## config.mk

```make
export PLATFORM = sky130hd
export DESIGN_NAME = lsu_top
export DESIGN_NICKNAME = d
export VERILOG_FILES = /design/src/lsu_pkg.sv /design/src/lsu_req_stage.sv /design/src/lsu_bus_seq.sv /design/src/lsu_load_align.sv /design/src/lsu_top.sv
export VERILOG_INCLUDE_DIRS = /design/src
export SDC_FILE = /design/constraint.sdc
export NUM_CORES = 1
export LEC_CHECK = 0
export ABC_CLOCK_PERIOD_IN_PS = 5900
export BUFFER_PORTS_ARGS = -buffer_cell sky130_fd_sc_hd__buf_4
export CORE_AREA = 3 3 147 149
export CTS_CLUSTER_SIZE = 20
export DETAILED_ROUTE_END_ITERATION = 7
export DIE_AREA = 0 0 150 152
export HOLD_SLACK_MARGIN = 0.08
export PLACE_DENSITY_LB_ADDON = 0.12
export SLEW_MARGIN = 20
export SYNTH_ARGS = -nofsm -noshare
export SYNTH_HDL_FRONTEND = slang
export SYNTH_SLANG_ARGS = --single-unit
```

## constraint.sdc

```tcl
create_clock -name clk -period 5.9 [get_ports clk]
set_input_delay 0.59 -clock clk [delete_from_list [all_inputs] [get_ports clk]]
set_output_delay 0.59 -clock clk [all_outputs]
set_load 0.05 [all_outputs]
```

## src/lsu_defs.svh

```systemverilog
`ifndef LSU_DEFS_SVH
`define LSU_DEFS_SVH

// physical address width
`define LSU_ADDR_W 32

// bus and register data width
`define LSU_DATA_W 32

// issue lanes feeding M1
`define LSU_LANES 2

// one strobe bit per data byte
`define LSU_STRB_W 4

`endif

```

## src/lsu_pkg.sv

```systemverilog
`include "lsu_defs.svh"

package lsu_pkg;

	// access size of a memory operation
	typedef enum logic [1:0] {
		MEM_WORD = 2'd0,
		MEM_HALF = 2'd1,
		MEM_BYTE = 2'd2
	} mem_type_t;

	// extension applied to a narrow load
	typedef enum logic {
		MEM_UNSIGNED = 1'b0,
		MEM_SIGNED   = 1'b1
	} mem_sign_t;

	// request as held in M1 and M2
	typedef struct packed {
		logic                   valid;
		logic                   write;
		logic                   lane;
		mem_type_t              mtype;
		mem_sign_t              sign;
		logic [`LSU_ADDR_W-1:0] addr;
	} stage_req_t;

endpackage

```

## src/lsu_req_stage.sv

```systemverilog
`timescale 1ns/1ps
`include "lsu_defs.svh"

module lsu_req_stage
	import lsu_pkg::*;
(
	input  logic                                   clk,
	input  logic                                   rst_n,
	input  logic [`LSU_LANES-1:0]                  mem_valid_i,
	input  logic [`LSU_LANES-1:0]                  mem_write_i,
	input  mem_type_t [`LSU_LANES-1:0]             mem_type_i,
	input  mem_sign_t [`LSU_LANES-1:0]             mem_sign_i,
	input  logic [`LSU_LANES-1:0][`LSU_ADDR_W-1:0] vaddr_i,
	input  logic [`LSU_LANES-1:0][`LSU_ADDR_W-1:0] paddr_i,
	input  logic                                   busy_i,
	input  logic                                   stall_i,
	input  logic                                   xfer_done_i,
	output stage_req_t                             m2_req_o
);

	stage_req_t m1_d;
	stage_req_t m1_q;
	stage_req_t m2_q;
	logic       advance;
	logic       sel;

	// both stages move only when nothing holds the pipe
	assign advance = ~busy_i & ~stall_i;

	// lane 1 wins when both lanes issue
	assign sel = mem_valid_i[1];

	always_comb begin
		m1_d.valid = |mem_valid_i;
		m1_d.write = mem_write_i[sel];
		m1_d.lane  = sel;
		m1_d.mtype = mem_type_i[sel];
		m1_d.sign  = mem_sign_i[sel];
		m1_d.addr  = vaddr_i[sel];
	end

	// M1 register
	always_ff @(posedge clk) begin
		if (rst_n) begin
			m1_q <= '0;
		end else if (advance) begin
			m1_q <= m1_d;
		end
	end

	// M2 register, paddr arrives one stage after vaddr
	always_ff @(posedge clk) begin
		if (rst_n) begin
			m2_q <= '0;
		end else if (xfer_done_i) begin
			m2_q.valid <= 1'b0;
		end else if (advance) begin
			m2_q.valid <= m1_q.valid;
			m2_q.write <= m1_q.write;
			m2_q.lane  <= m1_q.lane;
			m2_q.mtype <= m1_q.mtype;
			m2_q.sign  <= m1_q.sign;
			m2_q.addr  <= paddr_i[m1_q.lane];
		end
	end

	assign m2_req_o = m2_q;

endmodule

```

## src/lsu_bus_seq.sv

```systemverilog
`timescale 1ns/1ps
`include "lsu_defs.svh"

module lsu_bus_seq
	import lsu_pkg::*;
(
	input  logic                                   clk,
	input  logic                                   rst_n,
	input  stage_req_t                             m2_req_i,
	input  logic [`LSU_LANES-1:0][`LSU_DATA_W-1:0] wdata_i,
	output logic                                   bus_valid_o,
	output logic                                   bus_write_o,
	output logic [`LSU_ADDR_W-1:0]                 bus_addr_o,
	output logic [`LSU_STRB_W-1:0]                 bus_strb_o,
	output logic [`LSU_DATA_W-1:0]                 bus_wdata_o,
	output logic                                   bus_data_ok_o,
	output logic                                   bus_data_last_o,
	input  logic                                   bus_ready_i,
	input  logic                                   bus_data_ok_i,
	input  logic                                   bus_data_last_i,
	output logic                                   xfer_done_o,
	output logic                                   busy_o
);

	localparam logic [2:0] ST_IDLE = 3'b001;
	localparam logic [2:0] ST_ADDR = 3'b010;
	localparam logic [2:0] ST_DATA = 3'b100;

	logic [2:0] state_q;
	logic [2:0] state_d;
	logic [1:0] off;
	logic       last;

	assign off = m2_req_i.addr[1:0];

	// writes end on our own last, reads on the slave's
	assign last = m2_req_i.write ? bus_data_last_o : bus_data_last_i;
	assign xfer_done_o = last & bus_data_ok_o & bus_data_ok_i;

	always_comb begin
		state_d = state_q;
		case (state_q)
			ST_IDLE: begin
				if (m2_req_i.valid) begin
					state_d = ST_ADDR;
				end
			end
			ST_ADDR: begin
				if (bus_ready_i) begin
					state_d = ST_DATA;
				end
			end
			ST_DATA: begin
				if (xfer_done_o) begin
					state_d = ST_IDLE;
				end
			end
			default: begin
				state_d = ST_IDLE;
			end
		endcase
	end

	always_ff @(posedge clk) begin
		if (rst_n) begin
			state_q <= ST_IDLE;
		end else begin
			state_q <= state_d;
		end
	end

	// a request waiting in M2 already counts as busy
	assign busy_o = (state_q != ST_IDLE) | m2_req_i.valid;

	// request phase, fields come straight from M2 and hold with it
	assign bus_valid_o = (state_q == ST_ADDR);
	assign bus_write_o = m2_req_i.write;
	assign bus_addr_o  = m2_req_i.addr;

	// data phase is a single beat
	assign bus_data_ok_o   = (state_q == ST_DATA);
	assign bus_data_last_o = (state_q == ST_DATA);

	assign bus_wdata_o = wdata_i[m2_req_i.lane] << {off, 3'b000};

	always_comb begin
		case (m2_req_i.mtype)
			MEM_WORD: begin
				bus_strb_o = {`LSU_STRB_W{1'b1}};
			end
			MEM_HALF: begin
				bus_strb_o = `LSU_STRB_W'(2'b11) << {off[1], 1'b0};
			end
			MEM_BYTE: begin
				bus_strb_o = `LSU_STRB_W'(1'b1) << off;
			end
			default: begin
				bus_strb_o = '0;
			end
		endcase
	end

endmodule

```

## src/lsu_load_align.sv

```systemverilog
`timescale 1ns/1ps
`include "lsu_defs.svh"

module lsu_load_align
	import lsu_pkg::*;
(
	input  logic                                   clk,
	input  logic                                   rst_n,
	input  logic                                   xfer_done_i,
	input  logic                                   req_write_i,
	input  mem_type_t                              req_type_i,
	input  mem_sign_t                              req_sign_i,
	input  logic [1:0]                             req_off_i,
	input  logic [`LSU_DATA_W-1:0]                 bus_rdata_i,
	output logic [`LSU_LANES-1:0][`LSU_DATA_W-1:0] rdata_o,
	output logic                                   ld_done_o
);

	logic                   rd_done;
	logic                   sext;
	logic [`LSU_DATA_W-1:0] shifted;
	logic [`LSU_DATA_W-1:0] ext;
	logic [`LSU_DATA_W-1:0] rdata_q;

	assign rd_done = xfer_done_i & ~req_write_i;
	assign sext    = (req_sign_i == MEM_SIGNED);

	// move the addressed byte or half down to bit 0
	assign shifted = bus_rdata_i >> {req_off_i, 3'b000};

	always_comb begin
		case (req_type_i)
			MEM_BYTE: begin
				ext = {{(`LSU_DATA_W-8){sext & shifted[7]}}, shifted[7:0]};
			end
			MEM_HALF: begin
				ext = {{(`LSU_DATA_W-16){sext & shifted[15]}}, shifted[15:0]};
			end
			default: begin
				ext = shifted;
			end
		endcase
	end

	always_ff @(posedge clk) begin
		if (rd_done) begin
			rdata_q <= ext;
		end
	end

	always_ff @(posedge clk) begin
		if (rst_n) begin
			ld_done_o <= 1'b0;
		end else begin
			ld_done_o <= rd_done;
		end
	end

	// same result to every lane
	assign rdata_o = {`LSU_LANES{rdata_q}};

endmodule

```

## src/lsu_top.sv

```systemverilog
`timescale 1ns/1ps
`include "lsu_defs.svh"

module lsu_top
	import lsu_pkg::*;
(
	input  logic                                   clk,
	input  logic                                   rst_n,
	input  logic [`LSU_LANES-1:0]                  mem_valid_i,
	input  logic [`LSU_LANES-1:0]                  mem_write_i,
	input  mem_type_t [`LSU_LANES-1:0]             mem_type_i,
	input  mem_sign_t [`LSU_LANES-1:0]             mem_sign_i,
	input  logic [`LSU_LANES-1:0][`LSU_ADDR_W-1:0] vaddr_i,
	input  logic [`LSU_LANES-1:0][`LSU_ADDR_W-1:0] paddr_i,
	input  logic [`LSU_LANES-1:0][`LSU_DATA_W-1:0] wdata_i,
	input  logic                                   stall_i,
	output logic                                   bus_valid_o,
	output logic                                   bus_write_o,
	output logic [`LSU_ADDR_W-1:0]                 bus_addr_o,
	output logic [`LSU_STRB_W-1:0]                 bus_strb_o,
	output logic [`LSU_DATA_W-1:0]                 bus_wdata_o,
	output logic                                   bus_data_ok_o,
	output logic                                   bus_data_last_o,
	input  logic                                   bus_ready_i,
	input  logic                                   bus_data_ok_i,
	input  logic                                   bus_data_last_i,
	input  logic [`LSU_DATA_W-1:0]                 bus_rdata_i,
	output logic [`LSU_LANES-1:0][`LSU_DATA_W-1:0] rdata_o,
	output logic                                   ld_done_o,
	output logic                                   busy_o
);

	stage_req_t m2_req;
	logic       xfer_done;

	lsu_req_stage i_req_stage (
		.clk         (clk),
		.rst_n       (rst_n),
		.mem_valid_i (mem_valid_i),
		.mem_write_i (mem_write_i),
		.mem_type_i  (mem_type_i),
		.mem_sign_i  (mem_sign_i),
		.vaddr_i     (vaddr_i),
		.paddr_i     (paddr_i),
		.busy_i      (busy_o),
		.stall_i     (stall_i),
		.xfer_done_i (xfer_done),
		.m2_req_o    (m2_req)
	);

	lsu_bus_seq i_bus_seq (
		.clk             (clk),
		.rst_n           (rst_n),
		.m2_req_i        (m2_req),
		.wdata_i         (wdata_i),
		.bus_valid_o     (bus_valid_o),
		.bus_write_o     (bus_write_o),
		.bus_addr_o      (bus_addr_o),
		.bus_strb_o      (bus_strb_o),
		.bus_wdata_o     (bus_wdata_o),
		.bus_data_ok_o   (bus_data_ok_o),
		.bus_data_last_o (bus_data_last_o),
		.bus_ready_i     (bus_ready_i),
		.bus_data_ok_i   (bus_data_ok_i),
		.bus_data_last_i (bus_data_last_i),
		.xfer_done_o     (xfer_done),
		.busy_o          (busy_o)
	);

	// M2 still holds the request in the completion cycle
	lsu_load_align i_load_align (
		.clk         (clk),
		.rst_n       (rst_n),
		.xfer_done_i (xfer_done),
		.req_write_i (m2_req.write),
		.req_type_i  (m2_req.mtype),
		.req_sign_i  (m2_req.sign),
		.req_off_i   (m2_req.addr[1:0]),
		.bus_rdata_i (bus_rdata_i),
		.rdata_o     (rdata_o),
		.ld_done_o   (ld_done_o)
	);

endmodule

```

# Yosys cells after proc, flatten, opt, wreduce, memory -nomap -nowiden
# Cells that the tools add are included.
[word_totals] regBits=80 latch_bits=0 mem_bits_rw=0 mem_bits_ro=0 output_inout_bits=138 elab_cells=63 n_memories=0
[classes] add_sub_neg=0 n_mul=0 div_mod_pow=0 order_cmp=3 eq_ne=9 shifts=4 muxes=17 bitwise=11 reduce_logical=5
[op_table] cell="two-way mux 32 bit" n=4
[op_table] cell="one-hot mux 32 bit (2 select lines)" n=1
[op_table] cell="<< shifter 32 x 5 -> 32 bit" n=1
[op_table] cell="right shift 32 x 5 -> 32 bit" n=1
[op_table] cell="one-hot mux 4 bit (3 select lines)" n=1
[op_table] cell="two-way mux 3 bit" n=3
[op_table] cell="one-hot mux 3 bit (3 select lines)" n=1
[op_table] cell="bitwise AND 1 bit" n=6
[op_table] cell="less-than comparator 1 x 2 -> 1 bit (second input constant)" n=3
[op_table] cell="two-way mux 1 bit" n=5
[op_table] cell="two-way mux 2 bit" n=2
[op_table] cell="!= test 2 x 1 -> 1 bit (second input constant)" n=2
[op_table] cell="NOT 1 bit" n=4
[op_table] cell="OR reduction 2 bit" n=2
[op_table] cell="<< shifter 1 x 2 -> 4 bit (first input constant)" n=1
[op_table] cell="<< shifter 2 x 2 -> 4 bit (first input constant)" n=1
[op_table] cell="equality test 3 x 1 -> 1 bit (second input constant)" n=1
[op_table] cell="equality test 3 x 2 -> 1 bit (second input constant)" n=1
[op_table] cell="equality test 3 bit (second input constant)" n=1
[op_table] cell="!= test 3 x 1 -> 1 bit (second input constant)" n=1
[op_table] cell="AND reduction 3 bit" n=1
[op_table] cell="equality test 2 x 1 -> 1 bit (second input constant)" n=1
[op_table] cell="equality test 2 bit (second input constant)" n=1
[op_table] cell="logical NOT 2 bit" n=1
[op_table] cell="3 further kinds" n=3

# Longest topological paths before layout
# Gate-level depths: netlist of run 1.
[depth] word_depth=6 mapped_depth=6

# Modules after synthesis
# Synthesis of run 1 repeated with hierarchy kept, for this count alone.
[hier_totals] cells_unflattened=555 area_unflattened_um2=5535.3
[modules_own_cells] mod="lsu_req_stage" instances=1 cells_per_inst=196 area_per_inst_um2=2064.5
[modules_own_cells] mod="lsu_load_align" instances=1 cells_per_inst=177 area_per_inst_um2=2038.2
[modules_own_cells] mod="lsu_bus_seq" instances=1 cells_per_inst=182 area_per_inst_um2=1432.6

# Worst setup path after synthesis of run 1
# OpenSTA, ideal clock, no wires.
[synth_path] path_type="register -> register" start="register i_bus_seq.state_q[2]" end="register i_load_align.rdata_q[0], enable pin" arrival_ns=3.176 t_required_ns=5.439 path_slack_ns=2.263 path_stages_with_launch=3 path_buffers=0 period_less_slack_ns=3.637 path_cell_list="dfxtp_1 or3b_2 nor3_1"
[synth_between] elab_chain_cells=5
[synth_lines] element="start, declared" line_no="lsu_bus_seq.sv:29" text="logic [2:0] state_q;"
[synth_lines] element="start signal, assigned" line_no="lsu_bus_seq.sv:68" text="state_q <= state_d;"
[synth_lines] element="equality test 3 bit *" line_no="lsu_bus_seq.sv:81, lsu_bus_seq.sv:82"
[synth_lines] element="two-way mux 1 bit" line_no="lsu_bus_seq.sv:37" text="assign last = m2_req_i.write ? bus_data_last_o : bus_data_last_i;"
[synth_lines] element="bitwise AND 1 bit * (2 in series)" line_no="lsu_bus_seq.sv:38" text="assign xfer_done_o = last & bus_data_ok_o & bus_data_ok_i;"
[synth_lines] element="bitwise AND 1 bit *" line_no="lsu_load_align.sv:25" text="assign rd_done = xfer_done_i & ~req_write_i;"
[synth_lines] element="via i_load_align.rd_done" line_no="lsu_load_align.sv:19" text="logic rd_done;"
[synth_lines] element="end signal, assigned" line_no="lsu_load_align.sv:47" text="rdata_q <= ext;"
[synth_lines] element="end, declared" line_no="lsu_load_align.sv:23" text="logic [`LSU_DATA_W-1:0] rdata_q;"
# Mark *: on every way through the listed nets, which the timed path passes. The rest lies on a longest branch.
# A chain may end at the register's enable or synchronous reset.

# Worst setup path after layout of run 1
[layout_path] start="register i_req_stage.m2_q (netlist bit i_req_stage.m2_req_o[0])" end="output bus_wdata_o[18]"
[layout_between] elab_chain_cells=1
[layout_lines] element="start, declared" line_no="lsu_req_stage.sv:23" text="stage_req_t m2_q;"
[layout_lines] element="<< shifter 32 x 5 -> 32 bit" line_no="lsu_bus_seq.sv:84" text="assign bus_wdata_o = wdata_i[m2_req_i.lane] << {off, 3'b000};"
[layout_lines] element="end, declared" line_no="lsu_top.sv:21" text="output logic [`LSU_DATA_W-1:0] bus_wdata_o,"
# Every way passes these cells.

==> reports/qor.yml, run 1 <==
status: "finished clean"
post-cts-setup-buffers: 0
ios: 378
cts_made_buffers: 9
ys_seq_elements: 80
synth_edf_count: 32
synth_cells: 551
cts-root-buf: "clkbuf_16"
die_h_um: 152
grt_pass1_vias: 5223
hold_viol: 0
initial_core_util: 0.2930
grt.met2_usage: 0.2753
grtUsageMet3: 0.03962
cts-resized-gates: 0
place_ws_ns: 3.123
power_leakage_nw: 3.335
vias: 5130
viasPerCell: 4.937
synth-main-ff-cell: "dfxtp_1"
drt-total-wl_mm: 18.80
ys_seq_area_frac: 0.3231
grt_usage: 0.1582
cts_buffer_depth: 2
dp_cells: 1023
antennaDiodeCount: 0
timing.final.crit_share: 0.5382
skew_ns: 0.008628
hpwlAfterDp_mm: 14.59
worstSetupEndpointType: "output port"
setup_viol: 0
worst_slew_pin_slew_ns: 1.033
required_ns: 5.31
place.gp.congestion: 0.8838
core_um2: 20300
gr-usage-met1: 0.1913
start_kind: "flop"
fin_setup_tns_ns: 0
yosysUniqueCellTypes: 38
grt_pass1_wl_mm: 28.70
path_class: "flop to output port"
grt_setup_unrepaired: "false"
fmax_mhz: 314.9
fin_cells: 1039
ys_warn_count: 0
path_clk_slew_ns: 0.06
cts_tree: "yes"
p_per_area_nw_per_um2: 248.4
ys_top_cells_by_area: "dfxtp_1 16%, edfxtp_1 16%, mux2i_1 11%"
drtAntennaViolNets: 0
wl_per_cell_um: 18.10
drv_slew: 0
cap_violations: 0
synthArstFlopShare: 0
clock_latency_ns: 0.34
synth_top_area_frac: 0.1615
synth.avg_cell_area_um2: 10.80
postCtsHoldBufs: 0
synth_nets: 795
vdd_drop_max_mv: 0.1365
rows: 52
synth_area_um2: 5948
hold_class: "flop to flop"
final_nets: 1008
worstPathArrival_ns: 2.59
fin_crit_ns: 3.176
max_slew_margin: 0.3115
die-area_um2: 22800
path_max_fanout: 39
drc: 0
place.port_buffers: 313
synthToLayoutAreaGrowth_pct: 37.25
overflow: 0
clock-sinks: 80
top_usage_layer: "met2"
setup_ws_ns: 2.724
antenna_found_initial: 0
initialDrtViolationCount: 289
first_pass_iters: 4
drive_above_1_share: 0.5761
die_w_um: 150
synth_top_area_cell: "dfxtp_1"
h-tree-depth: 3
grt_start_max_net_pins: 51
-- cell type report --
class / count / area (um2)
clock inverters: 4 / 52.55
well taps: 270 / 337.8
flip-flops and latches: 80 / 1927
multi-input cells: 338 / 3131
repair buffers: 320 / 2402
fillers: 2049 / 12140
inverters: 15 / 57.56
clock buffers: 12 / 256.5
-- worst paths after layout --
check                                from                        to  slack, ns  depth (start not counted)
setup / recovery  i_req_stage.m2_req_o[0]           bus_wdata_o[18]       2.72                          4
hold / removal       i_req_stage.m1_q[37]  i_req_stage.m2_req_o[37]       0.48                          2
setup reg to reg  i_req_stage.m2_req_o[1]  i_load_align.rdata_q[18]       3.43                          4
hold reg to reg      i_req_stage.m1_q[37]  i_req_stage.m2_req_o[37]       0.48                          2
-- registers in the layout, indices dropped and copies added (netlist names) --
| name | cells |
|---|---|
| i_bus_seq.state_q | 3 |
| i_load_align.ld_done_o | 1 |
| i_load_align.rdata_q | 32 |
| i_req_stage.m1_q | 6 |
| i_req_stage.m2_req_o | 38 |
-- cell usage in the layout (no fill, tap or decap), drive strengths merged, types with 2 or more instances in the layout --
master   Yosys  layout
a2bb2oi      7       7
nor2b       11      11
a21oi       56      56
o22ai        8       8
nand3        8       8
mux4        25      25
clkinv       0       2
mux2i       68      68
buf        107     320
and2         8       8
ha           4       4
dfxtp       48      48
nand2       34      34
o221ai       8       8
nand3b       4       4
edfxtp      32      32
o21ai       18      18
clkbuf      11      12
o21a         2       2
a311oi      36      36
o211ai       8       8
nor3         4       4
or2          2       2
nor2        11      11
a211oi       8       8
nor4         2       2
inv         15      15
-- stage by stage --
| stage | cell area (um2) | util | power [mW] | hold WS (ns) |
|---|---|---|---|---|
| floorplan | 5948 | - | 1.260 | 0.4432 |
| global placement | 7855 | 0.3870 | 1.462 | 0.4701 |
| detailed placement | 7855 | 0.3870 | 1.472 | 0.4748 |
| CTS | 8164 | 0.4022 | 2.057 | 0.4833 |
| global route | 8164 | 0.4022 | 2.128 | 0.4937 |
| finish | 8164 | 0.4022 | 2.028 | 0.4766 |
-- cell families (layout without fill, tap and decap cells) --
kind of cell,after synthesis,after routing,synth area share
AND/OR/NAND/NOR,88,88,0.07488
AO/OA/AOI/OAI,153,153,0.2316
adder cells (fa/ha/maj),4,4,0.008414
buffers and inverters,133,351,0.1529
multiplexers,93,93,0.2091
flip-flops,80,80,0.3231
-- power by group --
group | leakage (nW) | internal, mW | total (mW) | switching, mW
sequential | 0.688 | 0.615 | 0.656 | 0.0405
clock | 0.149 | 0.352 | 0.574 | 0.222
combinational | 2.50 | 0.312 | 0.798 | 0.487
-- synthesized netlist by cell type (2+ instances only) --
cell        n
mux2i_1    68
nand3b_1    4
o221ai_1    8
o21a_1      2
buf_2      18
inv_1      14
nor4_1      2
a21oi_2    36
o22ai_1     8
o21ai_0    18
edfxtp_1   32
clkbuf_1   11
nor2b_1    11
a21oi_1    20
a211oi_1    8
buf_1       3
buf_12      4
o211ai_1    8
ha_1        4
dfxtp_1    48
or2_2       2
mux4_2     25
nand2_1    34
nand3_1     8
buf_6       4
nor3_1      4
nor2_1     11
a2bb2oi_1   7
and2_1      8
a311oi_2   36
buf_4      78
-- critical path, stage by stage, from the launching register on --
cell and delay (ns):
dfxtp_2 0.88, buf_4 0.45, nand2_1 0.36, o22ai_1 0.27, buf_4 0.24
-- metal layers --
| metal | vias up | wire, um |
|---|---|---|
| li1 | 2437 | - |
| met1 | 2467 | 7496 |
| met2 | 199 | 9659 |
| met3 | 27 | 1261 |
| met4 | 0 | 387 |
| met5 | - | 0 |
Note: power is estimated with default switching activity, not from simulation.
==> run 2, diff against run 1 <==
--- a/config.mk
+++ b/config.mk
@@ -6,7 +6,7 @@
 export SDC_FILE = /design/constraint.sdc
 export NUM_CORES = 1
 export LEC_CHECK = 0
-export ABC_CLOCK_PERIOD_IN_PS = 5900
+export ABC_CLOCK_PERIOD_IN_PS = 3320
 export BUFFER_PORTS_ARGS = -buffer_cell sky130_fd_sc_hd__buf_4
 export CORE_AREA = 3 3 147 149
 export CTS_CLUSTER_SIZE = 20
==> constraint.sdc (replaced) <==
create_clock -name clk -period 3.32 [get_ports clk]
set_input_delay 0.332 -clock clk [delete_from_list [all_inputs] [get_ports clk]]
set_output_delay 0.332 -clock clk [all_outputs]
set_load 0.05 [all_outputs]
==> run 2 against run 1 <==
Against the previous run: total power increased by 82%; combinational power rose by 80%; register-to-register slack got worse by 2.2 ns; largest cell class unchanged.
==> reports/qor.yml, run 2 (same netlist as run 1, synthesis figures left out) <==
pwr-share-comb: 0.388  # was 0.394
largest_register_ffs: 38  # unchanged
max_stage_delay_ns: 0.46  # was 0.88 ns
timing.final.crit_share: 0.7261
path_cells: "inv_1 -> nand2_1 -> o22ai_1 -> buf_4"  # was buf_4 -> nand2_1 -> o22ai_1 -> buf_4
skew_ns: 0.007139  # was 0.008628 ns
antenna_found_initial: 0  # unchanged
synthToLayoutAreaGrowth_pct: 38.41  # was 37.25%
drive_above_1_share: 0.5785  # was 0.5761
fin_crit_ns: 2.411
cts_tree: "yes"  # unchanged
drtAntennaViolNets: 0  # unchanged
p_switching_mw: 1.337  # was 748.7 uW
grt_pass1_wl_mm: 28.41  # was 28.70 mm
p_per_area_nw_per_um2: 449.1  # was 248.4 nW/um2
cts-resized-gates: 0  # unchanged
worstPathArrival_ns: 2.08  # was 2.59 ns
initial_core_util: 0.2930  # unchanged
wl_per_cell_um: 18.09  # was 18.10 um
hpwlAfterDp_mm: 14.70  # was 14.59 mm
clock-sinks: 80  # unchanged
drv_slew: 0  # unchanged
grt_start_max_net_pins: 66  # was 51
required_ns: 2.99  # was 5.31 ns
cts_buffer_depth: 2  # unchanged
ios: 378  # unchanged
setup_viol: 0  # unchanged
intPower_mw: 2.360  # was 1.279 mW
h-tree-depth: 3  # unchanged
max_slew_margin: 0.3329  # was 0.3115
vias: 5129  # was 5,130
initialDrtViolationCount: 259  # was 289
final_common_cell: "buf_4"  # unchanged
place.gp.congestion: 0.8984  # was 0.8838
final_nets: 1010  # was 1,008
antennaDiodeCount: 0  # unchanged
start_kind: "flop"  # unchanged
pwr-share-seq: 0.314  # was 0.323
final_cell_mix: "320 x buf_4, 68 x mux2i_1, 44 x dfxtp_1"  # unchanged
die_h_um: 152  # unchanged
grt_usage: 0.1567  # was 0.1582
cts-root-buf: "clkbuf_16"  # unchanged
vdd_drop_max_mv: 0.2451  # was 0.1365 mV
cap_violations: 0  # unchanged
clock_power_share: 0.298  # was 0.283
hold_class: "input pin to flop"  # was flop to flop
cts_made_buffers: 9  # unchanged
die-area_um2: 22800  # unchanged
post-cts-setup-buffers: 0  # unchanged
viasPerCell: 4.927  # was 4.937
rows: 52  # unchanged
fin_hold_ws_ns: 0.2802  # was 0.4766 ns
grt_setup_unrepaired: "false"  # unchanged
fin_setup_tns_ns: 0  # unchanged
status: "finished clean"  # unchanged
grt_pass1_vias: 5008  # was 5,223
first_pass_iters: 4  # unchanged
path_clk_slew_ns: 0.06  # about the same
path_class: "flop to output port"  # unchanged
post-route-util: 0.4056  # was 0.4022
place.port_buffers: 313  # unchanged
path_max_fanout: 19  # was 39
drt-total-wl_mm: 18.83  # was 18.80 mm
cp_slowest_cell: "inv_1"  # was dfxtp_2
worstSetupEndpointType: "output port"  # unchanged
post_dp_cell_area_um2: 7901  # was 7855 um2
power_leakage_nw: 3.373  # was 3.335 nW
stdcell_area_um2: 8233  # was 8164 um2
core_um2: 20300  # unchanged
overflow: 0  # unchanged
clock_latency_ns: 0.34  # about the same
drc: 0  # unchanged
worst_slew_pin_slew_ns: 1.001  # was 1.033 ns
postCtsHoldBufs: 0  # unchanged
fmax_mhz: 414.8
switching_share: 0.3616  # was 0.3692
die_w_um: 150  # unchanged
hold_viol: 0  # unchanged
run 2: changes by cell type in the layout (fill, tap and decap cells not counted), sizes merged:
cell,before,now
clkbuf,12,11
clkinv,2,3
clkinvlp,1,0
buf,320,322
bufinv,1,2
run 2: critical path, delay by kind of cell, from the launching register on:
family	cells	cell delay, ns
and+or+nand+nor	1	0.41
buffers and inverters	2	0.70
DFF	1	0.38
AOI/OAI and AO/OA	1	0.24
run 2: per-layer routing:
layer  up-vias  GRT usage  share of wire
met4         0    0.05795          0.025
met1      2442     0.1947           0.41
met3        29    0.03336          0.073
li1       2442          -              -
met2       216     0.2657           0.49
met5         -          0              0
run 2: through the flow:
step           setup slack [ns]  total power [mW]  cells
3_5_place_dp              1.263             2.629   1025
3_3_place_gp              1.261             2.612   1025
4_1_cts                  0.8898             3.753   1041
5_1_grt                  0.7513             3.871   1041
6_report                 0.9093             3.698   1041
2_1_floorplan            0.6756             2.239    551
run 2: layout make-up:
class,count,area [um2]
clock buffers,11,255.2
clock inverters,5,76.32
fillers,1991,12070
inverters,15,57.56
multi-input cells,338,3137
flip-flops and latches,80,1927
well taps,270,337.8
repair buffers,322,2442
run 2: power by group through the flow:
| stage | registers (mW) | clock network, mW | logic, mW |
|---|---|---|---|
| floorplan | 1.15 | 0 | 1.09 |
| global placement | 1.18 | 0 | 1.43 |
| detailed placement | 1.18 | 0 | 1.45 |
| CTS | 1.16 | 1.14 | 1.45 |
| global route | 1.17 | 1.17 | 1.53 |
| finish | 1.16 | 1.10 | 1.44 |
run 2: path summary, 6_finish.rpt:
path	end	slack, ns	from	depth (start not counted)
setup / recovery	bus_wdata_o[23]	0.91	i_req_stage.m2_req_o[1]	4
hold / removal	i_bus_seq.state_q[1]	0.28	bus_ready_i	3
hold reg to reg	i_req_stage.m2_req_o[37]	0.47	i_req_stage.m1_q[37]	2
setup reg to reg	i_load_align.rdata_q[11]	1.25	i_req_stage.m2_req_o[0]	4
